<file path="src/hdl/fp16_pkg.sv">
// IEEE 754 half-precision format description.
// Only quiet NaNs are produced, and subnormals are treated as zero on input.

package fp16_pkg;

	localparam int EXP_W = 5;
	localparam int MAN_W = 10;

	typedef logic [15:0]      fp16_t;
	typedef logic [EXP_W-1:0] exp_t;
	typedef logic [MAN_W-1:0] man_t;

	localparam int EXP_BIAS = 15;

	// Bit positions inside an fp16_t
	localparam int SIGN_BIT = 15;
	localparam int EXP_MSB  = 14;
	localparam int EXP_LSB  = 10;
	localparam int MAN_MSB  = 9;
	localparam int MAN_LSB  = 0;

	// Plus one, plus infinity and the canonical quiet NaN
	localparam fp16_t FP_ONE  = 16'h3C00;
	localparam fp16_t FP_PINF = 16'h7C00;
	localparam fp16_t FP_QNAN = 16'h7E00;

endpackage

</file>
<file path="src/hdl/qfpu_isa_pkg.sv">
// Instruction encoding for the 16-bit execution unit.
// The instruction word is 24 bits. Only opcode, function and sub-operation
// fields are decoded, and the remaining upper bits are ignored.
// Latencies count cycles from the restart pulse to a valid result.

package qfpu_isa_pkg;

	typedef logic [23:0] instruction_t;
	typedef logic [6:0]  opcode_t;
	typedef logic [5:0]  func_t;
	typedef logic [2:0]  sub_t;
	typedef logic [15:0] word_t;

	// ========================================
	// Field positions
	// ========================================
	localparam int OPC_LSB = 0;
	localparam int OPC_MSB = 6;
	localparam int FN_LSB  = 7;
	localparam int FN_MSB  = 12;
	localparam int SUB_LSB = 13;
	localparam int SUB_MSB = 15;

	// Opcodes. Zero is left undefined so a cleared capture decodes to nothing
	localparam opcode_t OP_R3   = 7'h02;
	localparam opcode_t OP_ADDI = 7'h04;
	localparam opcode_t OP_ANDI = 7'h08;
	localparam opcode_t OP_ORI  = 7'h09;
	localparam opcode_t OP_EORI = 7'h0A;
	localparam opcode_t OP_MOV  = 7'h12;
	localparam opcode_t OP_NOP  = 7'h1F;
	localparam opcode_t OP_FLT  = 7'h2C;

	// Integer function codes used under OP_R3
	localparam func_t FN_ADD  = 6'h04;
	localparam func_t FN_SUB  = 6'h05;
	localparam func_t FN_AND  = 6'h08;
	localparam func_t FN_OR   = 6'h09;
	localparam func_t FN_EOR  = 6'h0A;
	localparam func_t FN_MVVR = 6'h0D;

	// Half-precision function codes used under OP_FLT
	localparam func_t FN_FABS    = 6'h20;
	localparam func_t FN_FNEG    = 6'h21;
	localparam func_t FN_FSIGN   = 6'h22;
	localparam func_t FN_ISNAN   = 6'h23;
	localparam func_t FN_FINITE  = 6'h24;
	localparam func_t FN_FTRUNC  = 6'h25;
	localparam func_t FN_FTOI    = 6'h26;
	localparam func_t FN_FSCALEB = 6'h28;
	localparam func_t FN_FSEQ    = 6'h30;
	localparam func_t FN_FSLT    = 6'h31;
	localparam func_t FN_FSLE    = 6'h32;
	localparam func_t FN_SGNJ    = 6'h34;
	localparam func_t FN_SGNJN   = 6'h35;
	localparam func_t FN_SGNJX   = 6'h36;

	// Latency of the combinational units and of the two-stage pipe
	localparam logic [1:0] LAT_FAST = 2'd1;
	localparam logic [1:0] LAT_PIPE = 2'd3;

	typedef enum logic [1:0] {
		LS_IDLE,
		LS_WAIT,
		LS_DONE
	} lat_state_t;

	// ========================================
	// Field extraction
	// ========================================
	function automatic opcode_t ir_opcode(instruction_t ir);
		return ir[OPC_MSB:OPC_LSB];
	endfunction

	function automatic func_t ir_func(instruction_t ir);
		return ir[FN_MSB:FN_LSB];
	endfunction

	function automatic sub_t ir_sub(instruction_t ir);
		return ir[SUB_MSB:SUB_LSB];
	endfunction

endpackage

</file>
<file path="src/hdl/fpu_req_if.sv">
// Captured request shared by the issue stage, the units and the retire stage.
// All signals are registered by the issue stage, and restart is one cycle wide.

`timescale 1ns/1ps

interface fpu_req_if;
	import qfpu_isa_pkg::*;

	instruction_t ir;
	word_t        a;
	word_t        b;
	word_t        c;
	word_t        i;
	// High for the one cycle after a new operand set was captured
	logic         restart;

	modport src (output ir, a, b, c, i, restart);
	modport unit (input ir, a, b, c, i, restart);
	modport sink (input ir, restart);

endinterface

</file>
<file path="src/hdl/fp16_class_unit.sv">
// Half-precision sign, class, sign-inject and compare operations.
// Combinational from the captured operands. Compares return 1 or 0 and any
// NaN operand makes them all false. Plus and minus zero compare equal.

`timescale 1ns/1ps

module fp16_class_unit (
	fpu_req_if.unit             req,
	output qfpu_isa_pkg::word_t class_res
);
	import qfpu_isa_pkg::*;
	import fp16_pkg::*;

	func_t fn;
	fp16_t fa;
	fp16_t fb;
	logic  a_sgn;
	logic  b_sgn;
	logic  a_nan;
	logic  b_nan;
	logic  a_zero;
	logic  both_zero;
	logic  f_eq;
	logic  f_lt;

	assign fn    = ir_func(req.ir);
	assign fa    = req.a;
	assign fb    = req.b;
	assign a_sgn = fa[SIGN_BIT];
	assign b_sgn = fb[SIGN_BIT];

	// NaN has an all-ones exponent with a nonzero mantissa
	assign a_nan = &fa[EXP_MSB:EXP_LSB] && |fa[MAN_MSB:MAN_LSB];
	assign b_nan = &fb[EXP_MSB:EXP_LSB] && |fb[MAN_MSB:MAN_LSB];

	assign a_zero    = ~|fa[EXP_MSB:0];
	assign both_zero = a_zero && ~|fb[EXP_MSB:0];

	assign f_eq = !(a_nan || b_nan) && ((fa == fb) || both_zero);

	// Sign-magnitude ordering. Between two negatives the larger magnitude is less
	always_comb begin
		if (a_nan || b_nan || both_zero)
			f_lt = 1'b0;
		else if (a_sgn != b_sgn)
			f_lt = a_sgn;
		else if (a_sgn)
			f_lt = fb[EXP_MSB:0] < fa[EXP_MSB:0];
		else
			f_lt = fa[EXP_MSB:0] < fb[EXP_MSB:0];
	end

	always_comb begin
		case (fn)
			FN_FABS:   class_res = {1'b0, fa[EXP_MSB:0]};
			FN_FNEG:   class_res = {~a_sgn, fa[EXP_MSB:0]};
			FN_FSIGN:  class_res = (a_zero || a_nan) ? fa : {a_sgn, FP_ONE[EXP_MSB:0]};
			FN_ISNAN:  class_res = {15'd0, a_nan};
			FN_FINITE: class_res = {15'd0, ~&fa[EXP_MSB:EXP_LSB]};
			// Magnitude always comes from b
			FN_SGNJ:   class_res = {a_sgn, fb[EXP_MSB:0]};
			FN_SGNJN:  class_res = {~a_sgn, fb[EXP_MSB:0]};
			FN_SGNJX:  class_res = {a_sgn ^ b_sgn, fb[EXP_MSB:0]};
			FN_FSEQ:   class_res = {15'd0, f_eq};
			FN_FSLT:   class_res = {15'd0, f_lt};
			FN_FSLE:   class_res = {15'd0, f_lt | f_eq};
			default:   class_res = '0;
		endcase
	end

endmodule

</file>
<file path="src/hdl/fp16_pipe_unit.sv">
// Two-stage pipe for truncate, float-to-integer and scale-by.
// The result is valid two edges after new operands are captured.
// Subnormal inputs count as zero, and scale-by flushes subnormal results to zero.

`timescale 1ns/1ps

module fp16_pipe_unit (
	input  logic                clk,
	input  logic                rst,
	fpu_req_if.unit             req,
	output qfpu_isa_pkg::word_t pipe_res
);
	import qfpu_isa_pkg::*;
	import fp16_pkg::*;

	fp16_t fa;
	exp_t  ex;
	man_t  man;
	exp_t  frac_bits;

	// Stage one registers
	func_t              s1_fn;
	fp16_t              s1_a;
	logic               s1_nan;
	logic               s1_special;
	logic               s1_below;
	logic               s1_zero;
	logic               s1_big;
	man_t               s1_man;
	word_t              s1_mag;
	logic signed [17:0] s1_sum;

	assign fa  = req.a;
	assign ex  = fa[EXP_MSB:EXP_LSB];
	assign man = fa[MAN_MSB:MAN_LSB];

	// Fraction bits below the binary point, meaningful for exponents 15 to 25
	assign frac_bits = exp_t'(EXP_BIAS + MAN_W) - ex;

	// ========================================
	// Stage one decodes and aligns
	// ========================================
	always_ff @(posedge clk, posedge rst) begin
		if (rst)
			s1_fn <= '0;
		else
			s1_fn <= ir_func(req.ir);
	end

	always_ff @(posedge clk) begin
		s1_a       <= fa;
		s1_special <= &ex;
		s1_nan     <= &ex && |man;
		s1_below   <= ex < exp_t'(EXP_BIAS);
		s1_zero    <= ex == '0;
		// Magnitudes of 2^15 and up do not fit a signed 16-bit integer
		s1_big     <= ex >= exp_t'(EXP_BIAS + 15);
		// Clear the fraction bits, nothing to clear once the exponent reaches 25
		if (ex >= exp_t'(EXP_BIAS + MAN_W))
			s1_man <= man;
		else
			s1_man <= man & (man_t'('1) << frac_bits);
		// Integer magnitude of the hidden-one significand
		if (ex >= exp_t'(EXP_BIAS + MAN_W))
			s1_mag <= word_t'({1'b1, man}) << (ex - exp_t'(EXP_BIAS + MAN_W));
		else
			s1_mag <= word_t'({1'b1, man}) >> frac_bits;
		s1_sum <= $signed({13'd0, ex}) + $signed({{2{req.b[15]}}, req.b});
	end

	// ========================================
	// Stage two rounds toward zero and saturates
	// ========================================
	always_ff @(posedge clk) begin
		case (s1_fn)
			FN_FTRUNC: begin
				if (s1_below)
					pipe_res <= {s1_a[SIGN_BIT], 15'd0};
				else
					pipe_res <= {s1_a[SIGN_BIT:EXP_LSB], s1_man};
			end
			FN_FTOI: begin
				if (s1_nan || s1_below)
					pipe_res <= '0;
				else if (s1_big)
					pipe_res <= s1_a[SIGN_BIT] ? 16'h8000 : 16'h7FFF;
				else
					pipe_res <= s1_a[SIGN_BIT] ? -s1_mag : s1_mag;
			end
			FN_FSCALEB: begin
				if (s1_special)
					pipe_res <= s1_a;
				else if (s1_zero || s1_sum <= 18'sd0)
					pipe_res <= {s1_a[SIGN_BIT], 15'd0};
				else if (s1_sum >= 18'sd31)
					pipe_res <= {s1_a[SIGN_BIT], FP_PINF[EXP_MSB:0]};
				else
					pipe_res <= {s1_a[SIGN_BIT], s1_sum[EXP_W-1:0], s1_a[MAN_MSB:0]};
			end
			default: pipe_res <= '0;
		endcase
	end

	// Both stages have refilled from the new operands two cycles on
	assert property (@(posedge clk) disable iff (rst)
		req.restart |-> ##2 !$isunknown(pipe_res));

endmodule

</file>
<file path="src/hdl/fpu16_issue.sv">
// Input capture for the execution unit.
// Inputs are sampled on every rising edge. Any difference from the last
// capture, or the first capture after reset, raises restart for one cycle.

`timescale 1ns/1ps

module fpu16_issue (
	input  logic                       clk,
	input  logic                       rst,
	input  qfpu_isa_pkg::instruction_t ir,
	input  qfpu_isa_pkg::word_t        a,
	input  qfpu_isa_pkg::word_t        b,
	input  qfpu_isa_pkg::word_t        c,
	input  qfpu_isa_pkg::word_t        i,
	fpu_req_if.src                     req
);
	import qfpu_isa_pkg::*;

	localparam int IN_W = $bits(instruction_t) + 4 * $bits(word_t);

	logic            primed;
	logic [IN_W-1:0] in_vec;
	logic [IN_W-1:0] cap_vec;
	logic            changed;

	// Live inputs and the last capture packed the same way for comparison
	assign in_vec  = {ir, a, b, c, i};
	assign cap_vec = {req.ir, req.a, req.b, req.c, req.i};
	assign changed = !primed || (in_vec != cap_vec);

	always_ff @(posedge clk, posedge rst) begin
		if (rst) begin
			primed      <= 1'b0;
			req.ir      <= '0;
			req.a       <= '0;
			req.b       <= '0;
			req.c       <= '0;
			req.i       <= '0;
			req.restart <= 1'b0;
		end else begin
			primed      <= 1'b1;
			req.ir      <= ir;
			req.a       <= a;
			req.b       <= b;
			req.c       <= c;
			req.i       <= i;
			req.restart <= changed;
		end
	end

	// Inputs held steady across a restart must not start the unit again
	assert property (@(posedge clk) disable iff (rst)
		req.restart && (in_vec == cap_vec) |=> !req.restart);

endmodule

</file>
<file path="src/hdl/fpu16_retire.sv">
// Result selection and completion tracking.
// The result register loads every cycle. done rises once the latency of the
// captured operation has elapsed and stays high until the next restart.

`timescale 1ns/1ps

module fpu16_retire (
	input  logic                clk,
	input  logic                rst,
	fpu_req_if.sink             req,
	input  qfpu_isa_pkg::word_t int_res,
	input  qfpu_isa_pkg::word_t class_res,
	input  qfpu_isa_pkg::word_t pipe_res,
	output qfpu_isa_pkg::word_t o,
	output logic                done
);
	import qfpu_isa_pkg::*;

	lat_state_t state;
	logic [1:0] cnt;
	opcode_t    opc;
	func_t      fn;
	logic       is_flt;
	logic       is_pipe;
	word_t      sel;

	assign opc     = ir_opcode(req.ir);
	assign fn      = ir_func(req.ir);
	assign is_flt  = opc == OP_FLT;
	assign is_pipe = is_flt && (fn inside {FN_FTRUNC, FN_FTOI, FN_FSCALEB});

	// Pipe operations first, then the other float operations, then integer
	assign sel = is_pipe ? pipe_res : (is_flt ? class_res : int_res);

	always_ff @(posedge clk, posedge rst) begin
		if (rst)
			o <= '0;
		else
			o <= sel;
	end

	// ========================================
	// Latency FSM
	// ========================================
	always_ff @(posedge clk, posedge rst) begin
		if (rst) begin
			state <= LS_IDLE;
			cnt   <= '0;
		end else if (req.restart) begin
			state <= LS_WAIT;
			cnt   <= is_pipe ? LAT_PIPE : LAT_FAST;
		end else begin
			case (state)
				LS_WAIT: begin
					if (cnt == 2'd1)
						state <= LS_DONE;
					else
						cnt <= cnt - 2'd1;
				end
				LS_IDLE: state <= LS_IDLE;
				LS_DONE: state <= LS_DONE;
				default: state <= LS_IDLE;
			endcase
		end
	end

	assign done = state == LS_DONE;

	// A restart always withdraws done before any new result can be seen
	assert property (@(posedge clk) disable iff (rst) req.restart |=> !done);

endmodule

</file>
<file path="src/hdl/fpu16_top.sv">
// 16-bit execution unit top level.
// Inputs must be held until done rises. Any input change restarts the unit
// and abandons the operation in flight.

`timescale 1ns/1ps

module fpu16_top (
	input  logic                       clk,
	input  logic                       rst,
	input  qfpu_isa_pkg::instruction_t ir,
	input  qfpu_isa_pkg::word_t        a,
	input  qfpu_isa_pkg::word_t        b,
	input  qfpu_isa_pkg::word_t        c,
	input  qfpu_isa_pkg::word_t        i,
	output qfpu_isa_pkg::word_t        o,
	output logic                       done
);
	import qfpu_isa_pkg::*;

	word_t int_res;
	word_t class_res;
	word_t pipe_res;

	fpu_req_if req ();

	fpu16_issue u_issue (
		.clk(clk),
		.rst(rst),
		.ir(ir),
		.a(a),
		.b(b),
		.c(c),
		.i(i),
		.req(req.src)
	);

	// Combinational units and the two-stage pipe all read the same capture
	int_logic_unit u_int (.req(req.unit), .int_res(int_res));
	fp16_class_unit u_class (.req(req.unit), .class_res(class_res));
	fp16_pipe_unit u_pipe (.clk(clk), .rst(rst), .req(req.unit), .pipe_res(pipe_res));

	fpu16_retire u_retire (
		.clk(clk),
		.rst(rst),
		.req(req.sink),
		.int_res(int_res),
		.class_res(class_res),
		.pipe_res(pipe_res),
		.o(o),
		.done(done)
	);

endmodule

</file>
<file path="src/hdl/int_logic_unit.sv">
// Three-operand integer and immediate operations.
// Purely combinational from the captured operands. Undefined encodings
// and unsupported sub-operation selectors give zero.

`timescale 1ns/1ps

module int_logic_unit (
	fpu_req_if.unit             req,
	output qfpu_isa_pkg::word_t int_res
);
	import qfpu_isa_pkg::*;

	opcode_t opc;
	func_t   fn;
	sub_t    sub;
	word_t   ab;
	word_t   maj;

	assign opc = ir_opcode(req.ir);
	assign fn  = ir_func(req.ir);
	assign sub = ir_sub(req.ir);

	// Bitwise majority of the three operands
	assign maj = (req.a & req.b) | (req.a & req.c) | (req.b & req.c);

	// First stage of the R3 forms combines a and b
	always_comb begin
		case (fn)
			FN_ADD:  ab = req.a + req.b;
			FN_AND:  ab = req.a & req.b;
			FN_OR:   ab = req.a | req.b;
			FN_EOR:  ab = req.a ^ req.b;
			default: ab = '0;
		endcase
	end

	always_comb begin
		int_res = '0;
		case (opc)
			OP_R3: begin
				case (fn)
					FN_ADD, FN_AND, FN_OR, FN_EOR: begin
						// The selector picks how c joins the partial result
						case (sub)
							3'd0: int_res = ab & req.c;
							3'd1: int_res = ab | req.c;
							3'd2: int_res = ab ^ req.c;
							3'd3: int_res = (fn == FN_ADD) ? ab + req.c : '0;
							3'd7: int_res = (fn == FN_OR) ? maj : '0;
							default: int_res = '0;
						endcase
					end
					FN_SUB:  int_res = req.a - req.b - req.c;
					FN_MVVR: int_res = req.a;
					default: int_res = '0;
				endcase
			end
			OP_ADDI: int_res = req.a + req.i;
			OP_ANDI: int_res = req.a & req.i;
			OP_ORI:  int_res = req.a | req.i;
			OP_EORI: int_res = req.a ^ req.i;
			OP_MOV:  int_res = req.a;
			OP_NOP:  int_res = '0;
			default: int_res = '0;
		endcase
	end

endmodule

</file>
<file path="config.mk">
export PLATFORM = sky130hd
export DESIGN_NAME = fpu16_top
export DESIGN_NICKNAME = d
export VERILOG_FILES = /design/src/hdl/fp16_pkg.sv /design/src/hdl/qfpu_isa_pkg.sv /design/src/hdl/fpu_req_if.sv /design/src/hdl/fp16_class_unit.sv /design/src/hdl/fp16_pipe_unit.sv /design/src/hdl/fpu16_issue.sv /design/src/hdl/fpu16_retire.sv /design/src/hdl/fpu16_top.sv /design/src/hdl/int_logic_unit.sv
export SDC_FILE = /design/constraint.sdc
export NUM_CORES = 1
export LEC_CHECK = 0
export BUFFER_PORTS_ARGS = -buffer_cell sky130_fd_sc_hd__buf_2
export CELL_PAD_IN_SITES_DETAIL_PLACEMENT = 1
export CELL_PAD_IN_SITES_GLOBAL_PLACEMENT = 1
export CORE_ASPECT_RATIO = 2
export CORE_UTILIZATION = 48
export DETAILED_ROUTE_END_ITERATION = 10
export GPL_TIMING_DRIVEN = 0
export PLACE_DENSITY = 0.85
export RECOVER_POWER = 25
export SKIP_CTS_REPAIR_TIMING = 1
export SYNTH_ARGS = -nofsm -noshare
export SYNTH_HDL_FRONTEND = slang
export SYNTH_HIERARCHICAL = 1
export SYNTH_SLANG_ARGS = --single-unit
</file>
<file path="constraint.sdc">
create_clock -name clk -period 6 [get_ports clk]
set_clock_uncertainty 0.05 [all_clocks]
set_input_delay 0.3 -clock clk [delete_from_list [all_inputs] [get_ports clk]]
set_output_delay 0.3 -clock clk [all_outputs]
set_load 0.1 [all_outputs]
</file>
======== After elaboration in Yosys (flattened, before gate mapping) ========
Cells that the tools add are included.
operators by class
  $add $sub $neg .......................... 10
  order comparisons ....................... 7
  eq/ne operators ......................... 42
  shifts and indexed selects .............. 3
  muxes and demuxes ....................... 31
  bitwise operators ....................... 17
  reduce and logical (&&, ||, !) cells .... 29
operators with widths
  cell                   count
  $pmux W16 S11          1
  $mux W16               9
  $eq A6 B6 Y1 const B   17
  $pmux W16 S3           2
  $pmux W16 S6           1
  $ne A88 B88 Y1         1
  $and A16 B16 Y16       5
  $or A16 B16 Y16        5
  $pmux W16 S5           1
  $mux W15               5
  $pmux W16 S4           1
  $add A16 B16 Y16       3
  $xor A16 B16 Y16       3
  $sub A16 B16 Y16       2
  $lt A15 B15 Y1         2
  $reduce_or A15 Y1      2
  $eq A6 B4 Y1 const B   4
  $eq A7 B4 Y1 const B   3
  $reduce_or A10 Y1      2
  $ge A18 B6 Y1 const B  1
  $le A18 B1 Y1 const B  1
  $add A6 B16 Y17        1
  $eq A16 B16 Y1         1
  $neg A16 Y16           1
  39 further kinds       65
storage, ports and cells
  flip-flop bits (word level) ............. 197
  logic and storage cells ................. 160

======== Depth between registers and ports, before layout ========
  word-level depth ........................ 9
  depth in mapped cells ................... 22

======== Hierarchy ========
The synthesis kept the hierarchy.
by module, submodules not included
  module           times used  cells an instance  area each (um2)  seq. area each (um2)
  int_logic_unit   1           865                6,155.9          0.0
  fp16_pipe_unit   1           502                4,723.3          1,751.7
  fpu16_issue      1           234                3,276.9          2,252.2
  fpu16_retire     1           79                 1,094.8          500.5
  fp16_class_unit  1           126                879.6            0.0

======== Worst setup path after synthesis ========
No wires, ideal clock.
  kind .................................... register -> register
  start ................................... register u_issue.req.a[2]
  end ..................................... register u_retire.o[14]
  library setup time ...................... 0.127 ns
  arrival ................................. 4.474 ns
  path slack .............................. 1.348 ns
  cell stages (with the launch flop) ...... 20
  path through ............................ dfrtp_1 -> inv_1 -> ha_1 -> nor2b_1 -> o21a_1 -> o21a_1 -> o41a_1 -> a41o_1 -> o41a_4 -> a311o_1 -> ha_1 -> mux2i_1 -> nor2_1 -> a21oi_1 -> o22ai_1 -> a22o_1 -> a221oi_1 -> o21ai_0 -> mux2_2 -> mux2_1
on the way
  longest elaborated chain between the ends .. 9
  elaborated cells between the ends (all ways) .. 25
  classes of those cells .................. add/sub (5); mux (9); bitwise (6); reduce/logical (5)
ends and longest elaborated chain
  item                                            line                  text
  start, declared                                 fpu_req_if.sv:17      modport src (output ir, a, b, c, i, restart);
  $add A16 B16 Y16, or another cell as far along  int_logic_unit.sv:29  FN_ADD: ab = req.a + req.b;
  $pmux W16 S4                                    int_logic_unit.sv:28  case (fn)
  $add A16 B16 Y16                                int_logic_unit.sv:48  3'd3: int_res = (fn == FN_ADD) ? ab + req.c : '0;
  $mux W16                                        int_logic_unit.sv:48
  $pmux W16 S5                                    int_logic_unit.sv:44  case (sub)
  $pmux W16 S3                                    int_logic_unit.sv:41  case (fn)
  $pmux W16 S6 *                                  int_logic_unit.sv:39  case (opc)
  via int_res[14]                                 fpu16_top.sv:20       word_t int_res;
  $mux W16 * (2 in series)                        fpu16_retire.sv:33    assign sel = is_pipe ? pipe_res : (is_flt ? class_res : int_res);
  via u_retire.sel[14]                            fpu16_retire.sv:25    word_t sel;
  end signal, assigned                            fpu16_retire.sv:39    o <= sel;
  end, declared                                   fpu16_retire.sv:14    output qfpu_isa_pkg::word_t o,
Mark *: on every way through the listed nets, which the timed path passes. The rest lies on a longest branch.
A chain may end at the register's enable or synchronous reset.

======== Worst setup path after layout ========
  start ................................... register u_issue.req.a[5]
  end ..................................... register u_retire.o[14]
Same word-level chain as after synthesis.

==> flow_metrics.env <==
export IMPL_status="finished clean"
export IMPL_die_x_um=132
export IMPL_netlist_area_um2=16100
export IMPL_initial_utilization=0.490
export IMPL_antenna_found_initial=4
export IMPL_crit_chain="inv_1 -> ha_1 -> o21ai_0 -> nand2_1 -> o31a_1 -> a211oi_1 -> or3_1 -> or3_1 -> and3_1 -> ha_1 -> inv_1 -> o221ai_1 -> o41ai_1 -> xor2_1 -> o21ai_0 -> mux2_2 -> mux2_1"
export IMPL_critPathTopFamily="compound AO/OA/AOI/OAI gates"
export IMPL_arrival_ps=6100
export IMPL_rows=94
export IMPL_clockRootBuffer="clkbuf_16"
export IMPL_die_y_um=261
export IMPL_cp_max_fo=22
export IMPL_crit_type="reg -> reg"
export IMPL_cts_tree="built"
export IMPL_ys_seq_elements=196
export IMPL_grt_start_max_net_pins=56
export IMPL_start_kind="register"
export IMPL_slew_headroom=0.193
export IMPL_rsz0062_at_grt="no"
export IMPL_cts_buffers=17
export IMPL_grt_usage=0.403
export IMPL_vdd_ir_drop_max_uv=216
export IMPL_yosysSeqAreaShare=0.279
export IMPL_syn_num_nets=2078
export IMPL_tightest_slew_ps=1210
export IMPL_antenna_left=0
export IMPL_synth_largest_area_cell="dfrtp_1"
export IMPL_drt_iter0_markers=1211
export IMPL_yosys_area_share_adder=0.157
export IMPL_p_switching_w=0.00148
export IMPL_netlist_cell_type_count=100
export IMPL_ys_flop_type="dfrtp_1"
export IMPL_min_period_ps=5800
export IMPL_p_per_area_nw_per_um2=207
export IMPL_ioPinCount=107
export IMPL_hpwl_um=55100
export IMPL_required_ps=6300
export IMPL_gp_congestion=1.00
export IMPL_grt_pass1_wl_um=102000
export IMPL_drv_cap=0
export IMPL_dr_pass1_iters=5
export IMPL_cp_end_kind="register"
export IMPL_synth_cells=1806
export IMPL_cp_slowest_stage_delay_ps=1150
export IMPL_cts_buffer_depth=2
export IMPL_multi_input_comb_area_um2=10700
export IMPL_die_area_um2=34400
export IMPL_async_reset_ff_frac=0.592
export IMPL_clk_pin_slew_worst_paths_ps=90
export IMPL_whs_ps=360
export IMPL_final_nets=2294
export IMPL_slew_viol_final=0
export IMPL_pwr_share_comb=0.284
export IMPL_hold_viol=0
export IMPL_yosys_area_top_type_share=0.180
export IMPL_io_buffers=106
export IMPL_syn_avg_cell_area_um2=8.93
export IMPL_slowest_stage="dfrtp_1"
export IMPL_num_fill_cells=3956
export IMPL_finalWirelength_um=75000
export IMPL_vias=16600
export IMPL_pwr_share_clk=0.316
export IMPL_grt_pass1_vias=17300
export IMPL_p_sw_frac=0.383
export IMPL_synth_xor_area_share=0.0646
export IMPL_ys_warnings_count=6
export IMPL_crit_buf_inv=2
export IMPL_regArea_um2=4520
export IMPL_hold_path_class="in -> async"
export IMPL_p_leak_nw=8.03
export IMPL_internal_power_w=0.00238
export IMPL_synth_simple_area_share=0.163
export IMPL_synth_compound_area_frac=0.220
export IMPL_ys_top_cells_by_count="inv_1, ha_1, a21oi_1, nor2_1, dfrtp_1"
export IMPL_htreeDepth=4
export IMPL_fmax_mhz=172
export IMPL_yosysMostFrequentCell="inv_1"
export IMPL_clock_sink_count=196
export IMPL_synth_top_family_by_area="compound AO/OA/AOI/OAI gates"
export IMPL_drive_above_1_share=0.0865
export IMPL_synth_area_mux_share=0.0598
export IMPL_wire_per_inst_um=30.4
export IMPL_setup_viol=0
export IMPL_clk_insertion_delay_late_ps=470
export IMPL_p_seq_frac=0.401
export IMPL_drc=0
export IMPL_area_growth_pct=15.8
export IMPL_setup_tns_ps=0
export IMPL_gr_total_overflow=0
export IMPL_core_um2=32900
export IMPL_synthTopCellsByArea="dfrtp_1, ha_1, dfxtp_1"
export IMPL_synth_edf_count=0
export IMPL_vias_per_cell=6.71
export IMPL_period_share=0.967
==> routing by layer <==
layer	GRT usage	wire, µm	up-vias
li1	-	-	7057
met1	0.343	22200	8106
met5	0	0	-
met4	0.485	10600	0
met2	0.741	37800	885
met3	0.0614	4480	520
==> cells by family (layout without fill, tap and decap cells) <==
kind of cell / after synthesis / count (layout)
buf+inv: 232 / 461
fa+ha+maj: 182 / 182
xor+xnor: 119 / 119
mux: 78 / 78
other cells: 1 / 4
simple gates: 491 / 491
compound gates: 507 / 507
flops: 196 / 196
==> state kept, by name, summed over array words and instances, names as in the netlist <==
name	cells
u_pipe/s1_a	16
u_pipe/s1_fn	6
u_pipe/s1_below	1
u_pipe/s1_zero	1
u_pipe/pipe_res	16
u_issue/req.restart	1
u_retire/state	2
u_issue/primed	1
u_issue/req.a	16
u_issue/req.ir	24
u_pipe/s1_special	1
u_pipe/s1_sum	17
u_issue/req.b	16
u_pipe/s1_man	10
u_pipe/s1_big	1
u_pipe/s1_nan	1
u_retire/cnt	2
u_pipe/s1_mag	16
u_issue/req.c	16
u_retire/o	16
u_issue/req.i	16
==> placed cells by master, fill, tap and decap left out, drive strengths merged, types with 10 or more instances in the layout <==
cell type / netlist / layout
nor2b: 19 / 19
clkbuf: 50 / 142
or3: 16 / 16
nor3: 36 / 36
a221o: 16 / 16
and2: 13 / 13
o211ai: 13 / 13
buf: 20 / 53
ha: 148 / 148
inv: 162 / 173
nand3: 48 / 48
dlygate4sd3: 0 / 89
mux4: 11 / 11
nor4: 21 / 21
nand2: 97 / 97
dfxtp: 80 / 80
a21oi: 118 / 118
a21boi: 10 / 10
xnor2: 98 / 98
dfrtp: 116 / 116
or4: 12 / 12
nand4: 34 / 34
fa: 34 / 34
a22o: 17 / 17
a21o: 28 / 28
a22oi: 10 / 10
o21ai: 77 / 77
nor2: 117 / 117
xor2: 21 / 21
mux2: 37 / 37
o22ai: 39 / 39
mux2i: 30 / 30
a211oi: 38 / 38
o21a: 12 / 12
and3: 13 / 13
a221oi: 12 / 12
nand2b: 19 / 19
==> worst min-delay path: cells and delay by family <==
kind                   cells  cell delay, ps
buffers and inverters      3             940
==> cell type report <==
type                            count  area share
Multi-Input combinational cell   1378       0.575
Sequential cell                   196       0.242
Timing Repair Buffer              197      0.0730
Inverter                          162      0.0327
Tap cell                          432      0.0289
Clock buffer                       17      0.0228
Buffer                             70      0.0160
Clock inverter                     15     0.00918
Antenna cell                        3    0.000402
==> path summary, 6_finish.rpt <==
| kind | startpoint | endpoint | slack, ps | cells after the start |
|---|---|---|---|---|
| min in group clk | u_pipe/pipe_res[12] | u_retire/o[12] | 400 | 1 |
| setup / recovery | u_issue/req.a[5] | u_retire/o[14] | 200 | 17 |
| hold / removal | rst | u_pipe/s1_fn[4] | 360 | 3 |
| max in group asynchronous | rst | u_issue/req.a[3] | 4610 | 4 |
| hold reg to reg | u_pipe/pipe_res[12] | u_retire/o[12] | 400 | 1 |
| setup reg to reg | u_issue/req.a[5] | u_retire/o[14] | 200 | 17 |
==> power by group through the flow <==
stage	sequential, W	clock, W	combinational [W]
floorplan	0.00150	0	0.000695
global placement	0.00156	0	0.000956
detailed placement	0.00156	0	0.000996
CTS	0.00153	0.00121	0.00101
global route	0.00155	0.00128	0.00117
finish	0.00155	0.00122	0.00110
==> stage by stage <==
stage	utilization	worst slack [ps]	cell area [µm²]	power, W	cells
after CTS	0.541	-215	17800	0.00375	2377
after floorplan	-	1350	16100	0.00219	1806
after global placement	0.522	-124	17200	0.00251	2344
after global routing	0.567	45.2	18700	0.00400	2467
after detailed placement	0.523	-204	17200	0.00256	2345
final	0.567	199	18700	0.00387	2470
(Power assumes the default switching activity.)
